### config.mk
export PLATFORM = sky130hd
export DESIGN_NAME = icache_top
export DESIGN_NICKNAME = d
export VERILOG_FILES = /design/src/icache_pkg.sv /design/src/icache_ctrl.sv /design/src/icache_line_store.sv /design/src/icache_refill.sv /design/src/icache_top.sv
export SDC_FILE = /design/constraint.sdc
export NUM_CORES = 2
export LEC_CHECK = 0
export CAP_MARGIN = 20
export CORE_MARGIN = 10
export CORE_UTILIZATION = 50
export CTS_CLUSTER_SIZE = 30
export DETAILED_ROUTE_END_ITERATION = 10
export DONT_BUFFER_PORTS = 1
export GPL_TIMING_DRIVEN = 1
export PLACE_DENSITY = 0.67
export SYNTH_ARGS = -nofsm -noshare
export SYNTH_HDL_FRONTEND = slang
export SYNTH_SLANG_ARGS = --single-unit
### constraint.sdc
create_clock -name clk_i -period 9.1 [get_ports clk_i]
set_clock_uncertainty 0.05 [all_clocks]
set_input_delay 0.91 -clock clk_i [delete_from_list [all_inputs] [get_ports clk_i]]
set_output_delay 0.91 -clock clk_i [all_outputs]
set_load 0.01 [all_outputs]
### src/icache_pkg.sv
// shared widths and vector types for the instruction cache
// a line holds four 32-bit words, two ways per set

package icache_pkg;

    // ********************
    // word and line geometry
    // ********************

    localparam int unsigned WORD_W         = 32;  // one instruction word
    localparam int unsigned OFFSET_W       = 2;   // word select inside a line
    localparam int unsigned WORDS_PER_LINE = 2 ** OFFSET_W;

    // a full line comes back from memory in one beat
    localparam int unsigned LINE_W = WORDS_PER_LINE * WORD_W;

    // ********************
    // associativity
    // ********************

    // the age bit replacement only covers two ways
    localparam int unsigned NUM_WAYS = 2;

    // ********************
    // vector types
    // ********************

    typedef logic [WORD_W-1:0] word_t;   // cpu read data
    typedef logic [LINE_W-1:0] line_t;   // memory read data and store contents

    // way index, one bit for two ways
    typedef logic [$clog2(NUM_WAYS)-1:0] way_t;

endpackage

### src/icache_ctrl.sv
`timescale 1ns/1ps
// instruction cache controller
// pipelined cpu handshake, hit detection and word select,
// miss FSM and per-set age bits for two-way replacement

module icache_ctrl #(
    parameter int unsigned ADDR_W        = 16,
    parameter int unsigned NUM_SETS_LOG2 = 3
) (
    input  logic                     clk_i,
    input  logic                     rstn_i,

    // cpu side
    input  logic                     cpu_cyc_i,
    input  logic                     cpu_stb_i,
    input  logic [ADDR_W-1:0]        cpu_addr_i,
    output logic                     cpu_stall_o,
    output logic                     cpu_ack_o,
    output icache_pkg::word_t        cpu_rdata_o,

    // line store
    output logic                     rd_en_o,
    output logic [NUM_SETS_LOG2-1:0] rd_index_o,
    output logic                     wr_en_o,
    output icache_pkg::way_t         wr_way_o,
    output logic [NUM_SETS_LOG2-1:0] wr_index_o,
    output logic [ADDR_W-NUM_SETS_LOG2-icache_pkg::OFFSET_W-1:0] wr_tag_o,
    output icache_pkg::line_t        wr_line_o,
    input  logic [icache_pkg::NUM_WAYS-1:0] rd_valid_i,
    input  logic [ADDR_W-NUM_SETS_LOG2-icache_pkg::OFFSET_W-1:0] rd_tag_i [icache_pkg::NUM_WAYS],
    input  icache_pkg::line_t        rd_line_i [icache_pkg::NUM_WAYS],

    // refill engine
    output logic                     refill_req_o,
    output logic [ADDR_W-icache_pkg::OFFSET_W-1:0] refill_addr_o,
    input  logic                     refill_done_i,
    input  icache_pkg::line_t        refill_line_i
);

    import icache_pkg::*;

    localparam int unsigned TAG_W    = ADDR_W - NUM_SETS_LOG2 - OFFSET_W;
    localparam int unsigned NUM_SETS = 2 ** NUM_SETS_LOG2;

    typedef logic [TAG_W-1:0]         tag_t;
    typedef logic [NUM_SETS_LOG2-1:0] index_t;
    typedef logic [OFFSET_W-1:0]      offset_t;

    typedef enum logic [1:0] {RUNNING, WAIT_MEMORY, REFILL} state_t;

    state_t              state_q, state_d;
    logic                accept;
    logic                req_q;       // request waiting for its hit/miss decision
    logic [ADDR_W-1:0]   addr_q;
    tag_t                tag_q;
    index_t              index_q;
    offset_t             offset_q;
    logic [NUM_WAYS-1:0] match;
    logic                hit;
    logic                miss;
    way_t                hit_way;
    way_t                victim_way;
    logic [NUM_SETS-1:0] age_q;       // points at the way to replace next

    function automatic word_t pick_word(line_t line, offset_t offset);
        pick_word = line[offset * WORD_W +: WORD_W];
    endfunction

    // ********************
    // request pipeline
    // ********************

    assign accept = cpu_cyc_i & cpu_stb_i & ~cpu_stall_o;

    // store is read at the accepting edge
    assign rd_en_o    = accept;
    assign rd_index_o = cpu_addr_i[OFFSET_W +: NUM_SETS_LOG2];

    always_ff @(posedge clk_i) begin
        if (!rstn_i) begin
            req_q <= 1'b0;
        end else begin
            req_q <= accept;
        end
    end

    always_ff @(posedge clk_i) begin
        if (accept) begin
            addr_q <= cpu_addr_i;
        end
    end

    assign {tag_q, index_q, offset_q} = addr_q;

    // ********************
    // hit detection
    // ********************

    for (genvar w = 0; w < NUM_WAYS; w++) begin : g_match
        assign match[w] = rd_valid_i[w] && (rd_tag_i[w] == tag_q);
    end

    assign hit     = req_q & (|match);
    assign miss    = req_q & ~(|match);
    assign hit_way = match[1];              // a tag lives in one way at most

    // hit data in the decision cycle, refill data with early restart
    assign cpu_ack_o   = hit | (state_q == REFILL);
    assign cpu_rdata_o = (state_q == REFILL) ? pick_word(refill_line_i, offset_q)
                                             : pick_word(rd_line_i[hit_way], offset_q);

    // ********************
    // miss FSM
    // ********************

    always_comb begin
        state_d      = state_q;
        cpu_stall_o  = 1'b0;
        refill_req_o = 1'b0;
        wr_en_o      = 1'b0;
        case (state_q)
            RUNNING: begin
                if (miss) begin
                    cpu_stall_o  = 1'b1;
                    refill_req_o = 1'b1;
                    state_d      = WAIT_MEMORY;
                end
            end
            WAIT_MEMORY: begin
                cpu_stall_o = 1'b1;
                if (refill_done_i) begin
                    state_d = REFILL;
                end
            end
            REFILL: begin
                cpu_stall_o = 1'b1;
                wr_en_o     = 1'b1;         // line goes into the victim way
                state_d     = RUNNING;
            end
            default: state_d = RUNNING;
        endcase
    end

    always_ff @(posedge clk_i) begin
        if (!rstn_i) begin
            state_q <= RUNNING;
        end else begin
            state_q <= state_d;
        end
    end

    assign refill_addr_o = addr_q[ADDR_W-1:OFFSET_W];
    assign victim_way    = age_q[index_q];
    assign wr_way_o      = victim_way;
    assign wr_index_o    = index_q;
    assign wr_tag_o      = tag_q;
    assign wr_line_o     = refill_line_i;

    // after a fill the set points at the other way
    always_ff @(posedge clk_i) begin
        if (!rstn_i) begin
            age_q <= '0;
        end else if (state_q == REFILL) begin
            age_q[index_q] <= ~victim_way;
        end
    end

endmodule

### src/icache_line_store.sv
`timescale 1ns/1ps
// line store for the two-way instruction cache
// holds valid bits, tags and line data for every set and way,
// reads a whole set into registers and writes one way of one set

module icache_line_store #(
    parameter int unsigned ADDR_W        = 16,
    parameter int unsigned NUM_SETS_LOG2 = 3
) (
    input  logic                     clk_i,
    input  logic                     rstn_i,

    // read port, whole set
    input  logic                     rd_en_i,
    input  logic [NUM_SETS_LOG2-1:0] rd_index_i,

    // write port, one way
    input  logic                     wr_en_i,
    input  icache_pkg::way_t         wr_way_i,
    input  logic [NUM_SETS_LOG2-1:0] wr_index_i,
    input  logic [ADDR_W-NUM_SETS_LOG2-icache_pkg::OFFSET_W-1:0] wr_tag_i,
    input  icache_pkg::line_t        wr_line_i,

    // registered set contents
    output logic [icache_pkg::NUM_WAYS-1:0] rd_valid_o,
    output logic [ADDR_W-NUM_SETS_LOG2-icache_pkg::OFFSET_W-1:0] rd_tag_o [icache_pkg::NUM_WAYS],
    output icache_pkg::line_t        rd_line_o [icache_pkg::NUM_WAYS]
);

    import icache_pkg::*;

    localparam int unsigned TAG_W    = ADDR_W - NUM_SETS_LOG2 - OFFSET_W;
    localparam int unsigned NUM_SETS = 2 ** NUM_SETS_LOG2;

    typedef logic [TAG_W-1:0] tag_t;

    logic [NUM_WAYS-1:0] valid_q  [NUM_SETS];            // one bit per way
    tag_t                tag_mem  [NUM_SETS][NUM_WAYS];
    line_t               data_mem [NUM_SETS][NUM_WAYS];

    // ********************
    // valid bits
    // ********************

    // lines only ever become valid, there is no invalidate
    always_ff @(posedge clk_i) begin
        if (!rstn_i) begin
            valid_q    <= '{default: '0};
            rd_valid_o <= '0;
        end else begin
            if (rd_en_i) begin
                rd_valid_o <= valid_q[rd_index_i];
            end
            if (wr_en_i) begin
                valid_q[wr_index_i][wr_way_i] <= 1'b1;
            end
        end
    end

    // ********************
    // tag store
    // ********************

    always_ff @(posedge clk_i) begin
        if (rd_en_i) begin
            for (int w = 0; w < NUM_WAYS; w++) begin
                rd_tag_o[w] <= tag_mem[rd_index_i][w];
            end
        end
        if (wr_en_i) begin
            tag_mem[wr_index_i][wr_way_i] <= wr_tag_i;
        end
    end

    // ********************
    // data store
    // ********************

    // a read in the same cycle as a write sees the old line
    always_ff @(posedge clk_i) begin
        if (rd_en_i) begin
            for (int w = 0; w < NUM_WAYS; w++) begin
                rd_line_o[w] <= data_mem[rd_index_i][w];
            end
        end
        if (wr_en_i) begin
            data_mem[wr_index_i][wr_way_i] <= wr_line_i;  // whole line at once
        end
    end

endmodule

### src/icache_refill.sv
`timescale 1ns/1ps
// refill engine, memory-side bus master
// requests one line per miss, holds the strobe while memory stalls,
// captures the returned line and holds it for the controller

module icache_refill #(
    parameter int unsigned ADDR_W = 16
) (
    input  logic                                 clk_i,
    input  logic                                 rstn_i,

    // controller side
    input  logic                                 refill_req_i,
    input  logic [ADDR_W-icache_pkg::OFFSET_W-1:0] refill_addr_i,
    output logic                                 refill_done_o,
    output icache_pkg::line_t                    refill_line_o,

    // memory bus
    output logic                                 mem_cyc_o,
    output logic                                 mem_stb_o,
    output logic [ADDR_W-icache_pkg::OFFSET_W-1:0] mem_addr_o,
    input  logic                                 mem_stall_i,
    input  logic                                 mem_ack_i,
    input  icache_pkg::line_t                    mem_rdata_i
);

    import icache_pkg::*;

    typedef logic [ADDR_W-OFFSET_W-1:0] line_addr_t;
    typedef enum logic [1:0] {IDLE, REQUEST, WAIT_ACK} state_t;

    state_t     state_q, state_d;
    line_addr_t addr_q;          // line address held while stalled

    always_comb begin
        state_d    = state_q;
        mem_cyc_o  = 1'b0;
        mem_stb_o  = 1'b0;
        mem_addr_o = addr_q;
        case (state_q)
            IDLE: begin
                if (refill_req_i) begin  // strobe right away
                    mem_cyc_o  = 1'b1;
                    mem_stb_o  = 1'b1;
                    mem_addr_o = refill_addr_i;
                    state_d    = mem_stall_i ? REQUEST : WAIT_ACK;
                end
            end
            REQUEST: begin
                mem_cyc_o = 1'b1;
                mem_stb_o = 1'b1;        // keep strobing until stall drops
                if (!mem_stall_i) begin
                    state_d = WAIT_ACK;
                end
            end
            WAIT_ACK: begin
                mem_cyc_o = 1'b1;
                if (mem_ack_i) begin
                    state_d = IDLE;
                end
            end
            default: state_d = IDLE;
        endcase
    end

    always_ff @(posedge clk_i) begin
        if (!rstn_i) begin
            state_q       <= IDLE;
            refill_done_o <= 1'b0;
        end else begin
            state_q       <= state_d;
            refill_done_o <= (state_q == WAIT_ACK) && mem_ack_i;
        end
    end

    always_ff @(posedge clk_i) begin
        if (state_q == IDLE && refill_req_i) begin
            addr_q <= refill_addr_i;
        end
        if (state_q == WAIT_ACK && mem_ack_i) begin
            refill_line_o <= mem_rdata_i;  // ack cycle carries the line
        end
    end

endmodule

### src/icache_top.sv
`timescale 1ns/1ps
// two-way set associative instruction cache subsystem
// ties the controller, line store and refill engine together

module icache_top #(
    parameter int unsigned ADDR_W        = 16,
    parameter int unsigned NUM_SETS_LOG2 = 3
) (
    input  logic                                   clk_i,
    input  logic                                   rstn_i,

    // cpu bus, slave side
    input  logic                                   cpu_cyc_i,
    input  logic                                   cpu_stb_i,
    input  logic [ADDR_W-1:0]                      cpu_addr_i,
    output logic                                   cpu_stall_o,
    output logic                                   cpu_ack_o,
    output icache_pkg::word_t                      cpu_rdata_o,

    // memory bus, master side
    output logic                                   mem_cyc_o,
    output logic                                   mem_stb_o,
    output logic [ADDR_W-icache_pkg::OFFSET_W-1:0] mem_addr_o,
    input  logic                                   mem_stall_i,
    input  logic                                   mem_ack_i,
    input  icache_pkg::line_t                      mem_rdata_i
);

    import icache_pkg::*;

    localparam int unsigned TAG_W = ADDR_W - NUM_SETS_LOG2 - OFFSET_W;

    // ********************
    // store and refill wiring
    // ********************

    logic                       rd_en;
    logic [NUM_SETS_LOG2-1:0]   rd_index;
    logic                       wr_en;
    way_t                       wr_way;
    logic [NUM_SETS_LOG2-1:0]   wr_index;
    logic [TAG_W-1:0]           wr_tag;
    line_t                      wr_line;
    logic [NUM_WAYS-1:0]        rd_valid;
    logic [TAG_W-1:0]           rd_tag [NUM_WAYS];
    line_t                      rd_line [NUM_WAYS];
    logic                       refill_req;
    logic [ADDR_W-OFFSET_W-1:0] refill_addr;
    logic                       refill_done;
    line_t                      refill_line;

    icache_ctrl #(
        .ADDR_W        (ADDR_W),
        .NUM_SETS_LOG2 (NUM_SETS_LOG2)
    ) u_ctrl (
        .clk_i, .rstn_i,
        .cpu_cyc_i, .cpu_stb_i, .cpu_addr_i,
        .cpu_stall_o, .cpu_ack_o, .cpu_rdata_o,
        .rd_en_o       (rd_en),
        .rd_index_o    (rd_index),
        .wr_en_o       (wr_en),
        .wr_way_o      (wr_way),
        .wr_index_o    (wr_index),
        .wr_tag_o      (wr_tag),
        .wr_line_o     (wr_line),
        .rd_valid_i    (rd_valid),
        .rd_tag_i      (rd_tag),
        .rd_line_i     (rd_line),
        .refill_req_o  (refill_req),
        .refill_addr_o (refill_addr),
        .refill_done_i (refill_done),
        .refill_line_i (refill_line)
    );

    icache_line_store #(
        .ADDR_W        (ADDR_W),
        .NUM_SETS_LOG2 (NUM_SETS_LOG2)
    ) u_line_store (
        .clk_i, .rstn_i,
        .rd_en_i    (rd_en),
        .rd_index_i (rd_index),
        .wr_en_i    (wr_en),
        .wr_way_i   (wr_way),
        .wr_index_i (wr_index),
        .wr_tag_i   (wr_tag),
        .wr_line_i  (wr_line),
        .rd_valid_o (rd_valid),
        .rd_tag_o   (rd_tag),
        .rd_line_o  (rd_line)
    );

    icache_refill #(
        .ADDR_W (ADDR_W)
    ) u_refill (
        .clk_i, .rstn_i,
        .refill_req_i  (refill_req),
        .refill_addr_i (refill_addr),
        .refill_done_o (refill_done),
        .refill_line_o (refill_line),
        .mem_cyc_o, .mem_stb_o, .mem_addr_o,
        .mem_stall_i, .mem_ack_i, .mem_rdata_i
    );

endmodule

# --- After elaboration in Yosys (flattened, before gate mapping) ---
# Memory sizes are Yosys's and may differ from the RTL's. A register that Yosys moved wholly into a read port is not among the register bits.
# Cells that the tools add are included.
classes:
  order_cmp: 10
  n_eq_ne: 11
  n_shift: 2
  n_reduce_logical: 15
  n_bitwise: 13
  muxes: 40
ops:
  columns: ["cell", "n"]
  rows:
  - ["2-to-1 mux 128 bit", 4]
  - ["2-to-1 mux 256 bit", 1]
  - ["variable part select 128 x 8 -> 32 bit", 2]
  - ["demux 128 bit (select 1 bit)", 1]
  - ["2-to-1 mux 32 bit", 1]
  - ["2-to-1 mux 14 bit", 2]
  - ["equality test 11 bit", 2]
  - ["2-to-1 mux 22 bit", 1]
  - ["2-to-1 mux 2 bit", 9]
  - ["OR 16 bit", 1]
  - ["demux 11 bit (select 1 bit)", 1]
  - ["2-to-1 mux 11 bit", 1]
  - ["bitwise mux 8 bit", 1]
  - [">= comparator 4 bit, second input constant", 2]
  - ["logical AND 1 bit", 8]
  - ["2-to-1 mux 1 bit", 8]
  - ["inverter 3 -> 4 bit", 2]
  - ["binary-select mux 2 bit (select 3 bit)", 1]
  - ["demux 2 bit (select 3 bit)", 1]
  - ["inequality test 2 x 1 -> 1 bit, second input constant", 3]
  - ["case mux 1 bit (2 select lines)", 3]
  - ["case mux 2 bit (3 select lines)", 1]
  - ["OR reduction 2 bit", 3]
  - ["AND 1 bit", 4]
  - ["other kinds (20)", 28]
totals:
  out_inout_bits: 50
  mem_count: 2
  inputBits: 150
  register_bits: 190
  ramBits: 2224
memory_table:
  columns: ["name", "words", "word_bits", "rd", "rd_clocked_by_memory_dff", "wr", "line_no", "source"]
  rows:
  - ["u_line_store.data_mem", 8, 256, 1, 1, 1, "icache_line_store.sv:39", "line_t data_mem [NUM_SETS][NUM_WAYS];"]
  - ["u_line_store.tag_mem", 8, 22, 1, 1, 1, "icache_line_store.sv:38", "tag_t tag_mem [NUM_SETS][NUM_WAYS];"]

# --- Depth between registers and ports, before layout ---
logic_depth:
  ltp_word: 9
  mapped_depth: 8
  mapped_depth_nobuf: 8

# --- Cells and area by module ---
# A second synthesis with hierarchy kept.
hier_totals:
  hier_cells: 4298
  hier_area_um2: 103075.1
by_module_without_submodules:
  columns: ["mod", "cells_per_inst", "instances", "area_each_um2"]
  rows:
  - ["icache_line_store", 3578, 1, 92319.8]
  - ["icache_ctrl", 534, 1, 6039.5]
  - ["icache_refill", 186, 1, 4715.8]

# --- Worst setup path after synthesis ---
# OpenSTA, ideal clock, no wires.
synth_path:
  path_kind: "reg2reg"
  startpoint: "register u_ctrl.addr_q[3]"
  endpoint: "memory u_line_store.data_mem[7][128] (netlist name) (enable)"
  setup_slack_ns: 1.079
  stages_incl_launch_ff: 5
  n_path_buf: 1
  arrival_time_ns: 7.328
  required_ns: 8.407
  path_cell_list: "edfxtp_1 clkbuf_1 mux4_2 mux2_2 nor2_1"
synth_between:
  elab_chain_cells: 8
  word_cells_on_any_way: 9
  classes_between: "order compare (2); mux (5); bitwise (1); reduce/logical (1)"
synth_lines:
  columns: ["element", "line_no", "source"]
  rows:
  - ["from (decl)", "icache_ctrl.sv:54", "logic [ADDR_W-1:0] addr_q;"]
  - ["from (signal assigned)", "icache_ctrl.sv:89", "addr_q <= cpu_addr_i;"]
  - ["binary-select mux 1 bit (select 3 bit)", "icache_ctrl.sv:153", "assign victim_way = age_q[index_q];"]
  - ["2-to-1 mux 1 bit (implied by the code)", "icache_ctrl.sv:153", null]
  - ["inverter 1 -> 2 bit (implied by the code)", "icache_line_store.sv:87", "data_mem[wr_index_i][wr_way_i] <= wr_line_i;"]
  - [">= comparator 2 bit (implied by the code) / < comparator 2 x 1 -> 1 bit (equally long branches)", "icache_line_store.sv:87", null]
  - ["logical AND 1 bit (implied by the code)", "icache_line_store.sv:87", null]
  - ["2-to-1 mux 128 bit (implied by the code)", "icache_line_store.sv:87", null]
  - ["demux 128 bit (select 1 bit)", "icache_line_store.sv:87", null]
  - ["2-to-1 mux 256 bit (implied by the code)", "icache_line_store.sv:87", null]
  - ["to (decl)", "icache_line_store.sv:39", null]
# Parallel ways exist; a longest one is shown, timed or not. The select of a mux whose other input is x is not followed.

# --- Worst setup path in the final report ---
layout_path:
  startpoint: "register u_ctrl.addr_q[5]"
  endpoint: "output port cpu_rdata_o[30]"
layout_between:
  elab_chain_cells: 8
layout_lines:
  columns: ["element", "line_no", "source"]
  rows:
  - ["equality test 11 bit", "icache_ctrl.sv:100", "assign match[w] = rd_valid_i[w] && (rd_tag_i[w] == tag_q);"]
  - ["logical AND 1 bit", "icache_ctrl.sv:100", null]
  - ["inverter 1 -> 2 bit (implied by the code)", "icache_ctrl.sv:110", ": pick_word(rd_line_i[hit_way], offset_q);"]
  - ["2-to-1 mux 128 bit (implied by the code) (3 in a row)", "icache_ctrl.sv:110", null]
  - ["variable part select 128 x 8 -> 32 bit", "icache_ctrl.sv:66", "pick_word = line[offset * WORD_W +: WORD_W];"]
  - ["2-to-1 mux 32 bit", "icache_ctrl.sv:109", "assign cpu_rdata_o = (state_q == REFILL) ? pick_word(refill_line_i, offset_q)"]
  - ["to (decl)", "icache_top.sv:18", "output icache_pkg::word_t cpu_rdata_o,"]
# No other way between the ends. The select of a mux whose other input is x is not followed.

==> flow_metrics.tcl <==
set metrics [dict create \
    status "finished with violations" \
    failed_checks "slew limit" \
    drc_violations_left 0 \
    power.leakage_nw 35.9 \
    wire_length_of_the_first_global_routing_pass_um 357000 \
    die_w_um 471 \
    synth_area_per_cell_um2 23.3 \
    synth.mux.area_fraction 0.170 \
    final.min_clock_period_ns 5.96 \
    nFillCells 14400 \
    clk_path_buf_depth 4 \
    ys_seq_elements 2692 \
    synth_commonest_cells "sky130_fd_sc_hd__edfxtp_1, sky130_fd_sc_hd__mux4_2, sky130_fd_sc_hd__mux2_2, sky130_fd_sc_hd__clkbuf_1, sky130_fd_sc_hd__mux2i_1" \
    slew_headroom -2.31 \
    area_fraction_in_compound_gates_after_synthesis 0.0173 \
    vdd_ir_drop_max_mv 0.174 \
    synth_largest_area_cell "sky130_fd_sc_hd__edfxtp_1" \
    cellPowerDensity_nw_per_um2 231 \
    design.final.nets 4804 \
    crit_path_max_incr_delay_ns 0.96 \
    dominantRegCellSynth "sky130_fd_sc_hd__edfxtp_1" \
    syn_inst 4373 \
    post_synth_xor_area_fraction 0.00189 \
    number_of_synthesized_flops_with_an_enable_pin 2660 \
    die-area_um2 222000 \
    clock-root-buffer "sky130_fd_sc_hd__clkbuf_16" \
    fin_tns_setup_ns 0 \
    report.final.setup_viol 0 \
    multiInputGateArea_um2 20400 \
    dr.first_iter.drc_count 6036 \
    vias 47300 \
    grt_start_max_net_pins 562 \
    chipHeight_um 471 \
    vias_per_cell 6.29 \
    worst_slew_pin_slew_ns 4.97 \
    routed_wire_length_per_instance_um 33.2 \
    area_delta_synth_final_pct 13.1 \
    cap_violations 0 \
    post_synthesis_net_count 4533 \
    synth.yosys.seq_area_share 0.791 \
    largest_family_of_logic_cells_by_synthesized_area "multiplexers" \
    overflow 0 \
    achievable-frequency_mhz 168 \
    initial_utilization 0.503 \
    crit_family "simple AND/OR/NAND/NOR gates" \
    hpwl_um 130000 \
    num_io_pins 200 \
    synth_most_common_cell "sky130_fd_sc_hd__edfxtp_1" \
    clock_tree_from_tritoncts "built" \
    critical_path.cell_chain "xnor2_1, and4_1, nand3_4, buf_4, mux2_1, mux2i_1, o221ai_1" \
    clkLatencyLatePin_ns 0.91 \
    core_area_um2 202000 \
    yosys_warnings 0 \
    fin_hold_ws_ns 0.0705 \
    hold_path.class "in2reg" \
    rows 165 \
    place_congestion 0.796 \
    setup.worst_path.start_class "flip-flop" \
    endpoint_kind "output pin" \
    gr-usage-all-layers 0.222 \
    ant_nets 0 \
    worstPathMaxFanout 49 \
    final_layout_size_suffix_gt1_frac 0.278 \
    vias_in_the_first_global_route 47300 \
    crit_buf_inv 1 \
    drt-pass1-iter-count 6 \
    yosys.area.top_type_share 0.785 \
    wirelength_um 249000 \
    final.period_utilization 0.655 \
    grt_setup_unrepaired "no" \
    worst_ep_required_time_ns 8.14 \
    worst_ep_arrival_time_ns 5.00 \
    synthArstFlopShare 0 \
    htree_levels 5 \
    cts_num_sinks 2692 \
    synthSimpleGateAreaFrac 0.00887 \
    ys_top_cells_by_area "sky130_fd_sc_hd__edfxtp_1, sky130_fd_sc_hd__mux4_2, sky130_fd_sc_hd__mux2_2" \
    timing.final.hold_violations 0 \
    maxSlewViolCount 526 \
    placement.io_buffers 0 \
    cts_setup_buffers 0 \
    yosys.area_share.adder 0.00123 \
    antenna_found_initial 49 \
    slowest_stage "sky130_fd_sc_hd__and4_1" \
    worstSetupPathType "reg2out" \
    ff_latch_area_um2 80500 \
    yosys.cell_types.count 51 \
    tritoncts.num_buffers 284 \
    cts_repair_resize_count 0 \
    path_clk_slew_ns 0.06 \
    synth_area_um2 102000 \
]
-- registers in the layout, summed over array words and instances, names as in the netlist --
signal and count:
u_refill.refill_line_o 128, u_line_store.rd_tag_o 22, u_ctrl.req_q 1, u_line_store.rd_line_o 256, u_line_store.data_mem 2048, u_ctrl.state_q 2
u_ctrl.age_q 8, u_refill.addr_q 14, u_line_store.tag_mem 176, u_refill.refill_done_o 1, u_ctrl.addr_q 16, u_refill.state_q 2
u_line_store.valid_q 16, u_line_store.rd_valid_o 2
-- logic make-up after synthesis --
family,after synthesis
flip-flops,2692
adder cells (fa/ha/maj),10
buffers and inverters,239
AND/OR/NAND/NOR,183
multiplexers,984
XOR/XNOR,22
AO/OA/AOI/OAI,243
-- through the flow --
stage	cells	total power [W]	setup WS, ns	util	area [µm²]
floorplan	4373	0.0153	1.08	-	102000
global placement	6896	0.0158	3.98	0.519	105000
detailed placement	6897	0.0158	3.83	0.519	105000
CTS	7496	0.0266	2.85	0.568	115000
global route	7509	0.0273	2.93	0.569	115000
finish	7514	0.0266	3.14	0.569	115000
-- placed cells by master, fill, tap and decap left out, drive strengths merged, types with 22 or more instances in the layout --
cell type,count
o21ai,46
mux4,562
nor2,40
dfxtp,32
clkbuf,351
o31ai,34
o211ai,22
mux2i,105
edfxtp,2660
mux2,317
xnor2,22
a21oi,29
clkinv,92
buf,90
nand2,61
dlygate4sd3,125
-- routing by layer --
metal / wire length [µm] / GRT usage
met1: 102000 / 0.318
met2: 118000 / 0.347
met3: 22300 / 0.0489
met4: 6830 / 0.0613
met5: 82 / 0
-- cell type report --
cell class,instances,share of cell area
timing repair buffer,216,0.0196
multi-input combinational,1442,0.177
sequential,2692,0.699
inverter,8,0.000283
clock buffer,350,0.0655
clock inverter,124,0.00861
antenna,10,0.000217
tap,2672,0.0290
-- worst paths after layout --
path | start | end | slack, ns | cells after the start
setup / recovery | u_ctrl.addr_q[5] | cpu_rdata_o[30] | 3.14 | 7
hold / removal | mem_rdata_i[92] | u_refill.refill_line_o[92] | 0.07 | 0
setup reg to reg | u_ctrl.state_q[0] | u_line_store.data_mem[6][204] | 4.53 | 8
hold reg to reg | u_line_store.valid_q[0] | u_line_store.valid_q[0] | 0.41 | 1
-- where the power goes --
| group | internal [W] | switching [W] | total [W] |
|---|---|---|---|
| Combinational | 0.000644 | 0.000857 | 0.00150 |
| Sequential | 0.0140 | 0.000275 | 0.0142 |
| Clock | 0.00628 | 0.00455 | 0.0108 |
| Total | 0.0209 | 0.00568 | 0.0266 |
-- what timing repair did --
action / 4_1_cts / 5_1_grt
setup endpoints to repair: 0 / 0
endpoints found under the hold margin: 125 / 0
hold buffers: 125 / 0
Power figures use the tool's default switching activity.
